<file path="src/hdl/fx2_pkg.sv">
// Shared FX2 types, endpoint codes and packet states, referenced by scoped name from every RTL file
`default_nettype none

package fx2_pkg;

    // One byte on the FX2 slave FIFO data bus
    typedef logic [7:0] byte_t;

    // Packet length as carried in the two header length bytes
    typedef logic [15:0] len_t;

    // FIFOADR code that selects an FX2 endpoint buffer
    typedef logic [1:0] ep_addr_t;

    // Endpoint codes on usb_addr
    // EP2 is the host-to-device data endpoint
    localparam ep_addr_t EP2_ADDR = 2'd0;
    // EP6 is the device-to-host data endpoint
    localparam ep_addr_t EP6_ADDR = 2'd2;

    // Every packet in both directions opens with this marker byte
    localparam byte_t HEADER_BYTE = 8'hFF;

    // Packet walk shared by the receiver and the transmitter
    // The header is marker, port index, length high, length low
    typedef enum logic [2:0] {
        // Looking for the marker byte, or deciding whether to send one
        WAITING,
        // Port index byte is next
        HEADER_PORT,
        // Upper length byte is next
        LENGTH_HIGH,
        // Lower length byte is next
        LENGTH_LOW,
        // Payload bytes until the length is used up
        DATA,
        // Turn is handed back to the other endpoint
        DONE
    } packet_state_t;

endpackage

`default_nettype wire
</file>
<file path="src/hdl/ep_link_if.sv">
// Link between the FX2 bus owner and one endpoint engine, instanced once per endpoint
`timescale 1ns/10ps
`default_nettype none

interface ep_link_if;

    // High while this engine owns the FX2 bus
    logic grant;
    // One-cycle pulse from the engine that ends its turn at the next edge
    logic release_turn;
    // Read request on EP2, write request on EP6
    logic req;
    // A byte crosses the FX2 bus in this cycle
    logic xfer;
    // Byte currently presented by the FX2 on usb_data_out
    fx2_pkg::byte_t rx_byte;
    // Byte the engine wants written to the FX2
    fx2_pkg::byte_t tx_byte;

    // Bus owner side
    modport port (
        output grant, xfer, rx_byte,
        input  release_turn, req, tx_byte
    );

    // Endpoint engine side
    modport engine (
        input  grant, xfer, rx_byte,
        output release_turn, req, tx_byte
    );

endinterface

`default_nettype wire

</file>
<file path="src/hdl/fx2_interface.sv">
// Top level of the FX2 slave FIFO data glue, joining the bus owner to the EP2 and EP6 engines
`timescale 1ns/10ps
`default_nettype none

module fx2_interface #(
    parameter int NUM_PORTS   = 4,
    parameter int FIFO_ADDR_W = 11
) (
    input  wire                                 usb_ifclk,
    input  wire                                 reset,
    // FX2 slave FIFO bus, strobes are active low
    output wire                                 usb_slwr,
    output wire                                 usb_slrd,
    output wire                                 usb_sloe,
    output wire fx2_pkg::ep_addr_t              usb_addr,
    output wire fx2_pkg::byte_t                 usb_data_in,
    input  wire fx2_pkg::byte_t                 usb_data_out,
    input  wire                                 usb_ep2_empty,
    input  wire                                 usb_ep6_full,
    // Write side of the EP2 tracking FIFOs, data is shared by all ports
    output wire fx2_pkg::byte_t                 ep2_port_data,
    output wire [NUM_PORTS-1:0]                 ep2_port_write,
    // Read side of the EP6 tracking FIFOs, packed with port 0 in the low bits
    input  wire [NUM_PORTS*FIFO_ADDR_W-1:0]     ep6_port_addr_ins,
    input  wire [NUM_PORTS*FIFO_ADDR_W-1:0]     ep6_port_addr_outs,
    input  wire [NUM_PORTS*8-1:0]               ep6_port_datas,
    output wire [NUM_PORTS-1:0]                 ep6_port_read
);

    ep_link_if link_ep2 ();
    ep_link_if link_ep6 ();

    fx2_slave_port i_slave_port (
        .usb_ifclk     (usb_ifclk),
        .reset         (reset),
        .usb_ep2_empty (usb_ep2_empty),
        .usb_data_out  (usb_data_out),
        .usb_slrd      (usb_slrd),
        .usb_sloe      (usb_sloe),
        .usb_slwr      (usb_slwr),
        .usb_addr      (usb_addr),
        .usb_data_in   (usb_data_in),
        .link_ep2      (link_ep2.port),
        .link_ep6      (link_ep6.port)
    );

    ep2_receiver #(
        .NUM_PORTS      (NUM_PORTS)
    ) i_ep2 (
        .usb_ifclk      (usb_ifclk),
        .reset          (reset),
        .link           (link_ep2.engine),
        .ep2_port_data  (ep2_port_data),
        .ep2_port_write (ep2_port_write)
    );

    ep6_transmitter #(
        .NUM_PORTS          (NUM_PORTS),
        .FIFO_ADDR_W        (FIFO_ADDR_W)
    ) i_ep6 (
        .usb_ifclk          (usb_ifclk),
        .reset              (reset),
        .link               (link_ep6.engine),
        .usb_ep6_full       (usb_ep6_full),
        .ep6_port_addr_ins  (ep6_port_addr_ins),
        .ep6_port_addr_outs (ep6_port_addr_outs),
        .ep6_port_datas     (ep6_port_datas),
        .ep6_port_read      (ep6_port_read)
    );

endmodule

`default_nettype wire

</file>
<file path="src/hdl/ep6_transmitter.sv">
// EP6 packet builder that visits the tracking FIFOs round-robin and drains pending bytes to the FX2
`timescale 1ns/10ps
`default_nettype none

module ep6_transmitter #(
    parameter int NUM_PORTS   = 4,
    parameter int FIFO_ADDR_W = 11
) (
    input  wire                                 usb_ifclk,
    input  wire                                 reset,
    ep_link_if.engine                           link,
    input  wire                                 usb_ep6_full,
    input  wire [NUM_PORTS*FIFO_ADDR_W-1:0]     ep6_port_addr_ins,
    input  wire [NUM_PORTS*FIFO_ADDR_W-1:0]     ep6_port_addr_outs,
    input  wire [NUM_PORTS*8-1:0]               ep6_port_datas,
    output logic [NUM_PORTS-1:0]                ep6_port_read
);

    localparam int PORT_W = (NUM_PORTS > 1) ? $clog2(NUM_PORTS) : 1;

    fx2_pkg::packet_state_t state;
    // Tracking FIFO currently being looked at or drained
    logic [PORT_W-1:0]      port_idx;
    logic [PORT_W-1:0]      port_next;
    fx2_pkg::len_t          length;
    // Data bytes already handed to the slave port
    fx2_pkg::len_t          count;
    logic [FIFO_ADDR_W-1:0] cur_in;
    logic [FIFO_ADDR_W-1:0] cur_out;
    // Pointer difference that wraps at the pointer width
    logic [FIFO_ADDR_W-1:0] pending_len;
    logic                   pending;
    logic                   start;
    logic                   skip;
    logic                   read_en;

    // Pointers and data of the selected tracking FIFO
    assign cur_in      = ep6_port_addr_ins[port_idx*FIFO_ADDR_W +: FIFO_ADDR_W];
    assign cur_out     = ep6_port_addr_outs[port_idx*FIFO_ADDR_W +: FIFO_ADDR_W];
    assign pending_len = cur_in - cur_out;
    assign pending     = (cur_in != cur_out);

    assign port_next = (port_idx == PORT_W'(NUM_PORTS - 1)) ? '0 : port_idx + 1'b1;

    // Back-pressure is only looked at before a packet opens
    assign start = link.grant && (state == fx2_pkg::WAITING) && !usb_ep6_full && pending;
    assign skip  = link.grant && (state == fx2_pkg::WAITING) && !usb_ep6_full && !pending;

    // Every state except WAITING without data and DONE pushes one byte per cycle
    assign link.req = start || ((state != fx2_pkg::WAITING) && (state != fx2_pkg::DONE));

    // DONE is a quiet cycle so the last write clears the bus before EP2 reads
    assign link.release_turn = link.grant && (((state == fx2_pkg::WAITING) && !start) ||
                                              (state == fx2_pkg::DONE));

    always_comb begin
        case (state)
            fx2_pkg::HEADER_PORT: link.tx_byte = fx2_pkg::byte_t'(port_idx);
            fx2_pkg::LENGTH_HIGH: link.tx_byte = length[15:8];
            fx2_pkg::LENGTH_LOW:  link.tx_byte = length[7:0];
            fx2_pkg::DATA:        link.tx_byte = ep6_port_datas[port_idx*8 +: 8];
            default:              link.tx_byte = fx2_pkg::HEADER_BYTE;
        endcase
    end

    // The read pointer moves in the same cycle its byte is taken
    assign read_en = link.xfer && (state == fx2_pkg::DATA);

    for (genvar p = 0; p < NUM_PORTS; p++) begin : g_port_read
        assign ep6_port_read[p] = read_en && (port_idx == p);
    end

    always_ff @(posedge usb_ifclk) begin
        if (reset) begin
            state    <= fx2_pkg::WAITING;
            port_idx <= '0;
        end else begin
            case (state)
                fx2_pkg::WAITING: begin
                    // A full FX2 keeps the same port for the next visit
                    if (start) begin
                        state <= fx2_pkg::HEADER_PORT;
                    end else if (skip) begin
                        port_idx <= port_next;
                    end
                end
                fx2_pkg::HEADER_PORT: if (link.xfer) state <= fx2_pkg::LENGTH_HIGH;
                fx2_pkg::LENGTH_HIGH: if (link.xfer) state <= fx2_pkg::LENGTH_LOW;
                fx2_pkg::LENGTH_LOW:  if (link.xfer) state <= fx2_pkg::DATA;
                fx2_pkg::DATA: begin
                    if (link.xfer && (count == length - 16'd1)) begin
                        state <= fx2_pkg::DONE;
                    end
                end
                fx2_pkg::DONE: begin
                    if (link.grant) begin
                        port_idx <= port_next;
                        state    <= fx2_pkg::WAITING;
                    end
                end
                default: state <= fx2_pkg::WAITING;
            endcase
        end
    end

    // Length is frozen when the packet opens so that later arrivals wait for the next visit
    always_ff @(posedge usb_ifclk) begin
        if (start) begin
            length <= fx2_pkg::len_t'(pending_len);
            count  <= '0;
        end else if (read_en) begin
            count <= count + 16'd1;
        end
    end

    // The drain must stop at the latched length and never run past the write pointer
    a_read_only_pending: assert property (
        @(posedge usb_ifclk) disable iff (reset)
        (ep6_port_read != '0) |-> pending
    ) else $error("EP6 read a tracking FIFO that held no data");

    // The slave port must not take the bus away while a packet is open
    a_grant_held_in_packet: assert property (
        @(posedge usb_ifclk) disable iff (reset)
        (state != fx2_pkg::WAITING) && (state != fx2_pkg::DONE) |-> link.grant
    ) else $error("EP6 lost the bus in the middle of a packet");

endmodule

`default_nettype wire

</file>
<file path="src/hdl/ep2_receiver.sv">
// EP2 packet parser that steers each inbound data byte to the write strobe of its tracking FIFO
`timescale 1ns/10ps
`default_nettype none

module ep2_receiver #(
    parameter int NUM_PORTS = 4
) (
    input  wire                     usb_ifclk,
    input  wire                     reset,
    ep_link_if.engine               link,
    output fx2_pkg::byte_t          ep2_port_data,
    output logic [NUM_PORTS-1:0]    ep2_port_write
);

    localparam int PORT_W = (NUM_PORTS > 1) ? $clog2(NUM_PORTS) : 1;

    fx2_pkg::packet_state_t state;
    // Port chosen by the header, and whether that index exists at all
    logic [PORT_W-1:0]      port_sel;
    logic                   port_valid;
    fx2_pkg::len_t          length;
    // Data bytes already passed to the tracking FIFO
    fx2_pkg::len_t          count;
    // Full length once the low byte is on the bus
    fx2_pkg::len_t          rx_length;
    logic                   mid_packet;
    logic                   data_xfer;

    assign rx_length  = {length[15:8], link.rx_byte};
    assign mid_packet = (state == fx2_pkg::HEADER_PORT) || (state == fx2_pkg::LENGTH_HIGH) ||
                        (state == fx2_pkg::LENGTH_LOW) || (state == fx2_pkg::DATA);
    assign data_xfer  = link.xfer && (state == fx2_pkg::DATA);

    // Reads are wanted everywhere except while handing the turn back
    assign link.req = (state != fx2_pkg::DONE);

    // An empty FX2 in the middle of a packet parks the state and gives up the turn
    assign link.release_turn = link.grant && ((state == fx2_pkg::DONE) ||
                                              (mid_packet && !link.xfer));

    // The receiver never writes to the FX2
    assign link.tx_byte = '0;

    // Data bytes go straight through in the cycle they are read
    assign ep2_port_data = link.rx_byte;

    for (genvar p = 0; p < NUM_PORTS; p++) begin : g_port_write
        assign ep2_port_write[p] = data_xfer && port_valid && (port_sel == p);
    end

    always_ff @(posedge usb_ifclk) begin
        if (reset) begin
            state <= fx2_pkg::WAITING;
        end else begin
            case (state)
                fx2_pkg::WAITING: begin
                    // Anything but a marker, or no byte at all, ends this turn
                    if (link.grant) begin
                        if (link.xfer && (link.rx_byte == fx2_pkg::HEADER_BYTE)) begin
                            state <= fx2_pkg::HEADER_PORT;
                        end else begin
                            state <= fx2_pkg::DONE;
                        end
                    end
                end
                fx2_pkg::HEADER_PORT: begin
                    if (link.xfer) begin
                        state <= fx2_pkg::LENGTH_HIGH;
                    end
                end
                fx2_pkg::LENGTH_HIGH: begin
                    if (link.xfer) begin
                        state <= fx2_pkg::LENGTH_LOW;
                    end
                end
                fx2_pkg::LENGTH_LOW: begin
                    // An empty packet has no data phase
                    if (link.xfer) begin
                        state <= (rx_length == '0) ? fx2_pkg::DONE : fx2_pkg::DATA;
                    end
                end
                fx2_pkg::DATA: begin
                    if (link.xfer && (count == length - 16'd1)) begin
                        state <= fx2_pkg::DONE;
                    end
                end
                fx2_pkg::DONE: begin
                    if (link.grant) begin
                        state <= fx2_pkg::WAITING;
                    end
                end
                default: state <= fx2_pkg::WAITING;
            endcase
        end
    end

    // Header fields and the byte count follow the bytes actually read
    always_ff @(posedge usb_ifclk) begin
        if (link.xfer) begin
            case (state)
                fx2_pkg::HEADER_PORT: begin
                    port_sel   <= link.rx_byte[PORT_W-1:0];
                    port_valid <= (link.rx_byte < NUM_PORTS);
                end
                fx2_pkg::LENGTH_HIGH: length[15:8] <= link.rx_byte;
                fx2_pkg::LENGTH_LOW: begin
                    length[7:0] <= link.rx_byte;
                    count       <= '0;
                end
                fx2_pkg::DATA: count <= count + 16'd1;
                default: ;
            endcase
        end
    end

    // A byte handed over in DONE or outside the turn would be lost to every port
    a_read_only_on_request: assert property (
        @(posedge usb_ifclk) disable iff (reset)
        link.xfer |-> (link.grant && link.req)
    ) else $error("EP2 byte taken without a granted read request");

endmodule

`default_nettype wire

</file>
<file path="src/hdl/fx2_slave_port.sv">
// Owner of the FX2 slave FIFO bus that passes the turn between the EP2 and EP6 engines
`timescale 1ns/10ps
`default_nettype none

module fx2_slave_port (
    input  wire                     usb_ifclk,
    input  wire                     reset,
    input  wire                     usb_ep2_empty,
    input  wire fx2_pkg::byte_t     usb_data_out,
    output logic                    usb_slrd,
    output logic                    usb_sloe,
    output logic                    usb_slwr,
    output fx2_pkg::ep_addr_t       usb_addr,
    output fx2_pkg::byte_t          usb_data_in,
    ep_link_if.port                 link_ep2,
    ep_link_if.port                 link_ep6
);

    // Endpoint that currently owns the bus, which is also the FIFOADR value
    fx2_pkg::ep_addr_t turn;

    // Only the engine whose endpoint is selected may act
    assign link_ep2.grant = (turn == fx2_pkg::EP2_ADDR);
    assign link_ep6.grant = (turn == fx2_pkg::EP6_ADDR);

    // The turn flips at the edge that follows a release from its owner
    always_ff @(posedge usb_ifclk) begin
        if (reset) begin
            turn <= fx2_pkg::EP2_ADDR;
        end else if (link_ep2.grant && link_ep2.release_turn) begin
            turn <= fx2_pkg::EP6_ADDR;
        end else if (link_ep6.grant && link_ep6.release_turn) begin
            turn <= fx2_pkg::EP2_ADDR;
        end
    end

    assign usb_addr = turn;

    // The FX2 keeps driving its data lines at all times
    assign usb_sloe = 1'b0;

    // A read happens only when EP2 asks for one and the FX2 has data
    assign link_ep2.xfer = link_ep2.grant && link_ep2.req && !usb_ep2_empty;
    assign usb_slrd      = !link_ep2.xfer;

    // Both engines see the FX2 output byte, only EP2 consumes it
    assign link_ep2.rx_byte = usb_data_out;
    assign link_ep6.rx_byte = usb_data_out;

    // An EP6 write request is always taken, the byte goes out on the next cycle
    assign link_ep6.xfer = link_ep6.grant && link_ep6.req;

    // Write strobe is registered together with its data byte
    always_ff @(posedge usb_ifclk) begin
        if (reset) begin
            usb_slwr <= 1'b1;
        end else begin
            usb_slwr <= !link_ep6.xfer;
        end
    end

    always_ff @(posedge usb_ifclk) begin
        usb_data_in <= link_ep6.tx_byte;
    end

    // The EP6 engine must idle for a cycle before it releases, or its last
    // registered write would overlap the first EP2 read
    a_no_read_write_overlap: assert property (
        @(posedge usb_ifclk) disable iff (reset)
        !(!usb_slrd && !usb_slwr)
    ) else $error("usb_slrd and usb_slwr both low");

endmodule

`default_nettype wire

</file>
<file path="config.mk">
export PLATFORM = sky130hd
export DESIGN_NAME = fx2_interface
export DESIGN_NICKNAME = d
export VERILOG_FILES = /design/src/hdl/fx2_pkg.sv /design/src/hdl/ep_link_if.sv /design/src/hdl/fx2_interface.sv /design/src/hdl/ep6_transmitter.sv /design/src/hdl/ep2_receiver.sv /design/src/hdl/fx2_slave_port.sv
export SDC_FILE = /design/constraint.sdc
export NUM_CORES = 1
export LEC_CHECK = 0
export ABC_AREA = 1
export BUFFER_PORTS_ARGS = -buffer_cell sky130_fd_sc_hd__buf_2
export CAP_MARGIN = 20
export CORE_ASPECT_RATIO = 0.9
export CORE_UTILIZATION = 54
export CTS_CLUSTER_SIZE = 16
export DETAILED_ROUTE_END_ITERATION = 10
export GPL_TIMING_DRIVEN = 0
export MAX_ROUTING_LAYER = met4
export PLACE_DENSITY = 0.81
export SLEW_MARGIN = 10
export SYNTH_ARGS = -nofsm -noshare
export SYNTH_HDL_FRONTEND = slang
export SYNTH_SLANG_ARGS = --single-unit
</file>
<file path="constraint.sdc">
create_clock -name usb_ifclk -period 3.9 [get_ports usb_ifclk]
set_clock_uncertainty 0.15 [all_clocks]
set_input_delay 0 -clock usb_ifclk [delete_from_list [all_inputs] [get_ports usb_ifclk]]
set_output_delay 0 -clock usb_ifclk [all_outputs]
set_load 0.02 [all_outputs]
</file>
==> results.txt <==
- In the synthesized netlist, the number of instances is 871.
* Number of warning messages in the yosys log: 0
- Summed over all layers, the global routing overflow is 0.
- Achievable clock frequency: 275 MHz
- 161 I/O pins were placed.
- Final core occ: 70.5%
* Arr. time, crit path: 3.71 ns
* Final Routed Wirelength: 17300 µm
- Max rail drop VDD: 0.487 mV
* Post-synthesis async set-or-reset flop share: 0%
* Finished layout cell area: 0.00772 mm²
* Cell area after synthesis: 0.00616 mm²
- Data on the critical path is required at its endpoint by 3.97 ns.
- Area of the placeable core: 0.0109 mm²
- Post-layout instance count excluding filler cells: 1221
- Via total after detailed routing: 6541
- Hold timing on the final database bottoms out at a slack of 0.0198 ns.
* Maximum number of buffers from clock root to sink: 2
- RSZ-0062 raised after global routing: false
* Starting Density: 56.3%
- Startpoint Class: flip-flop
- RePlAce Congestion: 0.964
- In the post-synthesis netlist, the cell with the most instances is nand2_1.
- In this run the horizontal extent of the chip is 115 µm.
- Sequential-to-total area share from yosys stat: 33.5%
- Final max-slew violation count: 0
- Total Neg Setup Slack: 0 ns
- Seq cells post-synth: 80
- # H-tree levels: 3
- Class of the most critical hold timing path: in -> reg
* Signed area change from the synthesized netlist to the final layout: 25.2%
- For this design, the sink count on the clock tree is 80.
- Dominant synthesized flop cell: edfxtp_1
- Pin count of the biggest net entering global routing: 20
- Using the TritonRoute via totals, the vias-per-cell ratio works out to 5.36.
- Antenna violations before repair: 0
- The analysis attributes to cell leakage a power of 3.58 nW.
* Clock latency at the later pin of the worst-skew pair: 0.34 ns
- In this run the core area contains 36 standard-cell rows.
- Average cell area after synthesis: 7.07 µm²
* Total power draw: 5.26 mW
- Clock tree synthesis inserted a total of 9 buffers.
* Total GRT Usage: 31.0%
- Clock input transition at the sequential cells of the worst setup and hold paths: 0.06 ns
- Clock tree synthesis selected as its root buffer the cell clkbuf_16.
* Post-synth EDFFs: 46
- Post-detailed-placement half-perimeter wirelength: 13100 µm
- In this run the worst path has a maximum fanout of 10.
- Run status: completed
* Final Hold Viols: 0
* Count of final setup violators: 0
* Die Area: 0.0118 mm²
- Top cells by area, synth: edfxtp_1, nand2_1, dfxtp_1, nor2_1, inv_1
- For the pin with the worst max-slew slack, the measured transition is 0.877 ns.
* Clock tree from TritonCTS: built
* Buffers on Ports: 158
* Unique cell type count in the Yosys netlist: 57
- By count the netlist is led by nand2_1, nor2_1, inv_1.
- In this run the remaining antenna-violating nets after routing total 0.
- The first global-routing pass estimated 27800 µm of wire.
* Number of remaining DRC errors: 0
- 0 antenna diodes ended up in the layout.
* Critical path class: reg -> reg
- In this run the cell area measured after placement is 0.00715 mm².
* Fraction of final layout cells sized beyond drive strength 1: 23.3%
- Total setup buffers inserted after CTS: 0
* Portion of synthesized cell area occupied by the leading cell type: 22.4%
* Placed insts: 1182
- After detailed routing, the average wire length per cell comes to 14.2 µm.
* Net count, final: 1215
- Height of the die: 103 µm
- Total power density per cell area: 682 mW/mm²
- In this run the tightest slew margin relative to its limit is 41.5%.
- Number of filler instances in the final layout: 951
- Final Cycle Share: 93.2%
- Vias in the first global route: 6114
- Library cell occupying the most area in the post-synthesis netlist: edfxtp_1
- Final Worst Setup Slack: 0.266 ns
- After layout, the minimum clock period comes to 3.63 ns.
- Max-cap violations in this run came to 0.
* First-iteration detailed-routing DRC count: 419
- For this run, the detailed router's first-pass iteration total came to 7.
- Post-placement setup slack: 0.239 ns
- Critical Path Sink Type: flip-flop
[metal layers]
layer	up-vias	GRT usage, %	wire, µm
li1	3280	-	-
met4	0	13.2	508
met5	-	-	0
met2	252	52.0	8070
met1	2966	37.0	7570
met3	43	5.65	1140
[state kept, by name, summed over array words and instances (netlist names)]
register                  flops
i_ep6.count                  16
i_slave_port.usb_addr         1
i_ep6.length                 11
i_slave_port.usb_data_in      8
i_ep6.state                   3
i_ep2.port_valid              1
i_slave_port.usb_slwr         1
i_ep2.state                   3
i_ep2.count                  16
i_ep2.port_sel                2
i_ep2.length                 16
i_ep6.port_idx                2
[where the power goes]
| part | total, mW | switching, mW | internal, mW |
|---|---|---|---|
| registers | 1.39 | 0.189 | 1.20 |
| logic | 2.95 | 1.83 | 1.11 |
| clock network | 0.926 | 0.357 | 0.568 |
| total | 5.26 | 2.38 | 2.88 |
[cell type report]
cell class / count / area [µm²] / share of cell area, %
buffer: 33 / 180 / 2.34
clock buffer: 9 / 225 / 2.92
sequential: 80 / 2060 / 26.7
inverter: 114 / 430 / 5.58
clock inverter: 7 / 103 / 1.33
tap: 152 / 190 / 2.46
multi-input combinational: 644 / 3490 / 45.3
timing repair buffer: 182 / 1030 / 13.4
[timing repair]
| action | CTS | global route |
|---|---|---|
| hold buffers | 24 | 0 |
| endpoints found under the setup margin | 0 | 7 |
| endpoints found under the hold margin | 32 | 0 |
| gates resized for setup | 0 | 6 |
[layout by cell type (no fill, tap or decap), types with 13 or more instances in the layout]
master / instances
ha_1: 18
nor2_2: 15
xor2_1: 22
nor3_1: 20
buf_4: 13
edfxtp_1: 46
nand4_1: 13
a21oi_1: 50
nand2_1: 186
buf_2: 161
nand3_1: 56
nor2_1: 104
o21ai_0: 50
xnor2_1: 14
dlygate4sd3_1: 24
clkbuf_1: 13
inv_1: 104
dfxtp_1: 34
[critical path: stages (launching register included)]
cell and delay [ns]:
dfxtp_1 0.37, buf_4 0.19, clkbuf_1 0.42, buf_1 0.43, nor2_1 0.10, o22ai_1 0.21, ha_1 0.28, nand4_1 0.16
nor3_1 0.31, nand2_1 0.09, nand2_1 0.13, buf_4 0.22, o2111ai_1 0.21, o21ai_1 0.19, a21oi_1 0.06
[kinds of logic (layout without fill, tap and decap cells)]
family	Yosys count	after routing	synth area share (%)
buffers and inverters	148	345	9.91
AOI/OAI and AO/OA	155	155	15.1
xor gates and xnor gates	36	36	5.12
and+or+nand+nor	432	432	32.4
DFF	80	80	33.5
other	1	2	0.0609
adders and majority gates	19	19	3.98
[path summary, 6_finish.rpt]
kind / from / slack [ns] / depth (start not counted) / to
worst max-delay path: i_ep6.port_idx[0] / 0.27 / 14 / i_ep6.port_idx[1]
worst min-delay path: ep6_port_datas[31] / 0.02 / 5 / i_slave_port.usb_data_in[7]
worst max register to register: i_ep6.port_idx[0] / 0.27 / 14 / i_ep6.port_idx[1]
worst min register to register: i_ep6.count[7] / 0.36 / 2 / i_ep6.count[7]
Power figures use the tool's default switching activity.
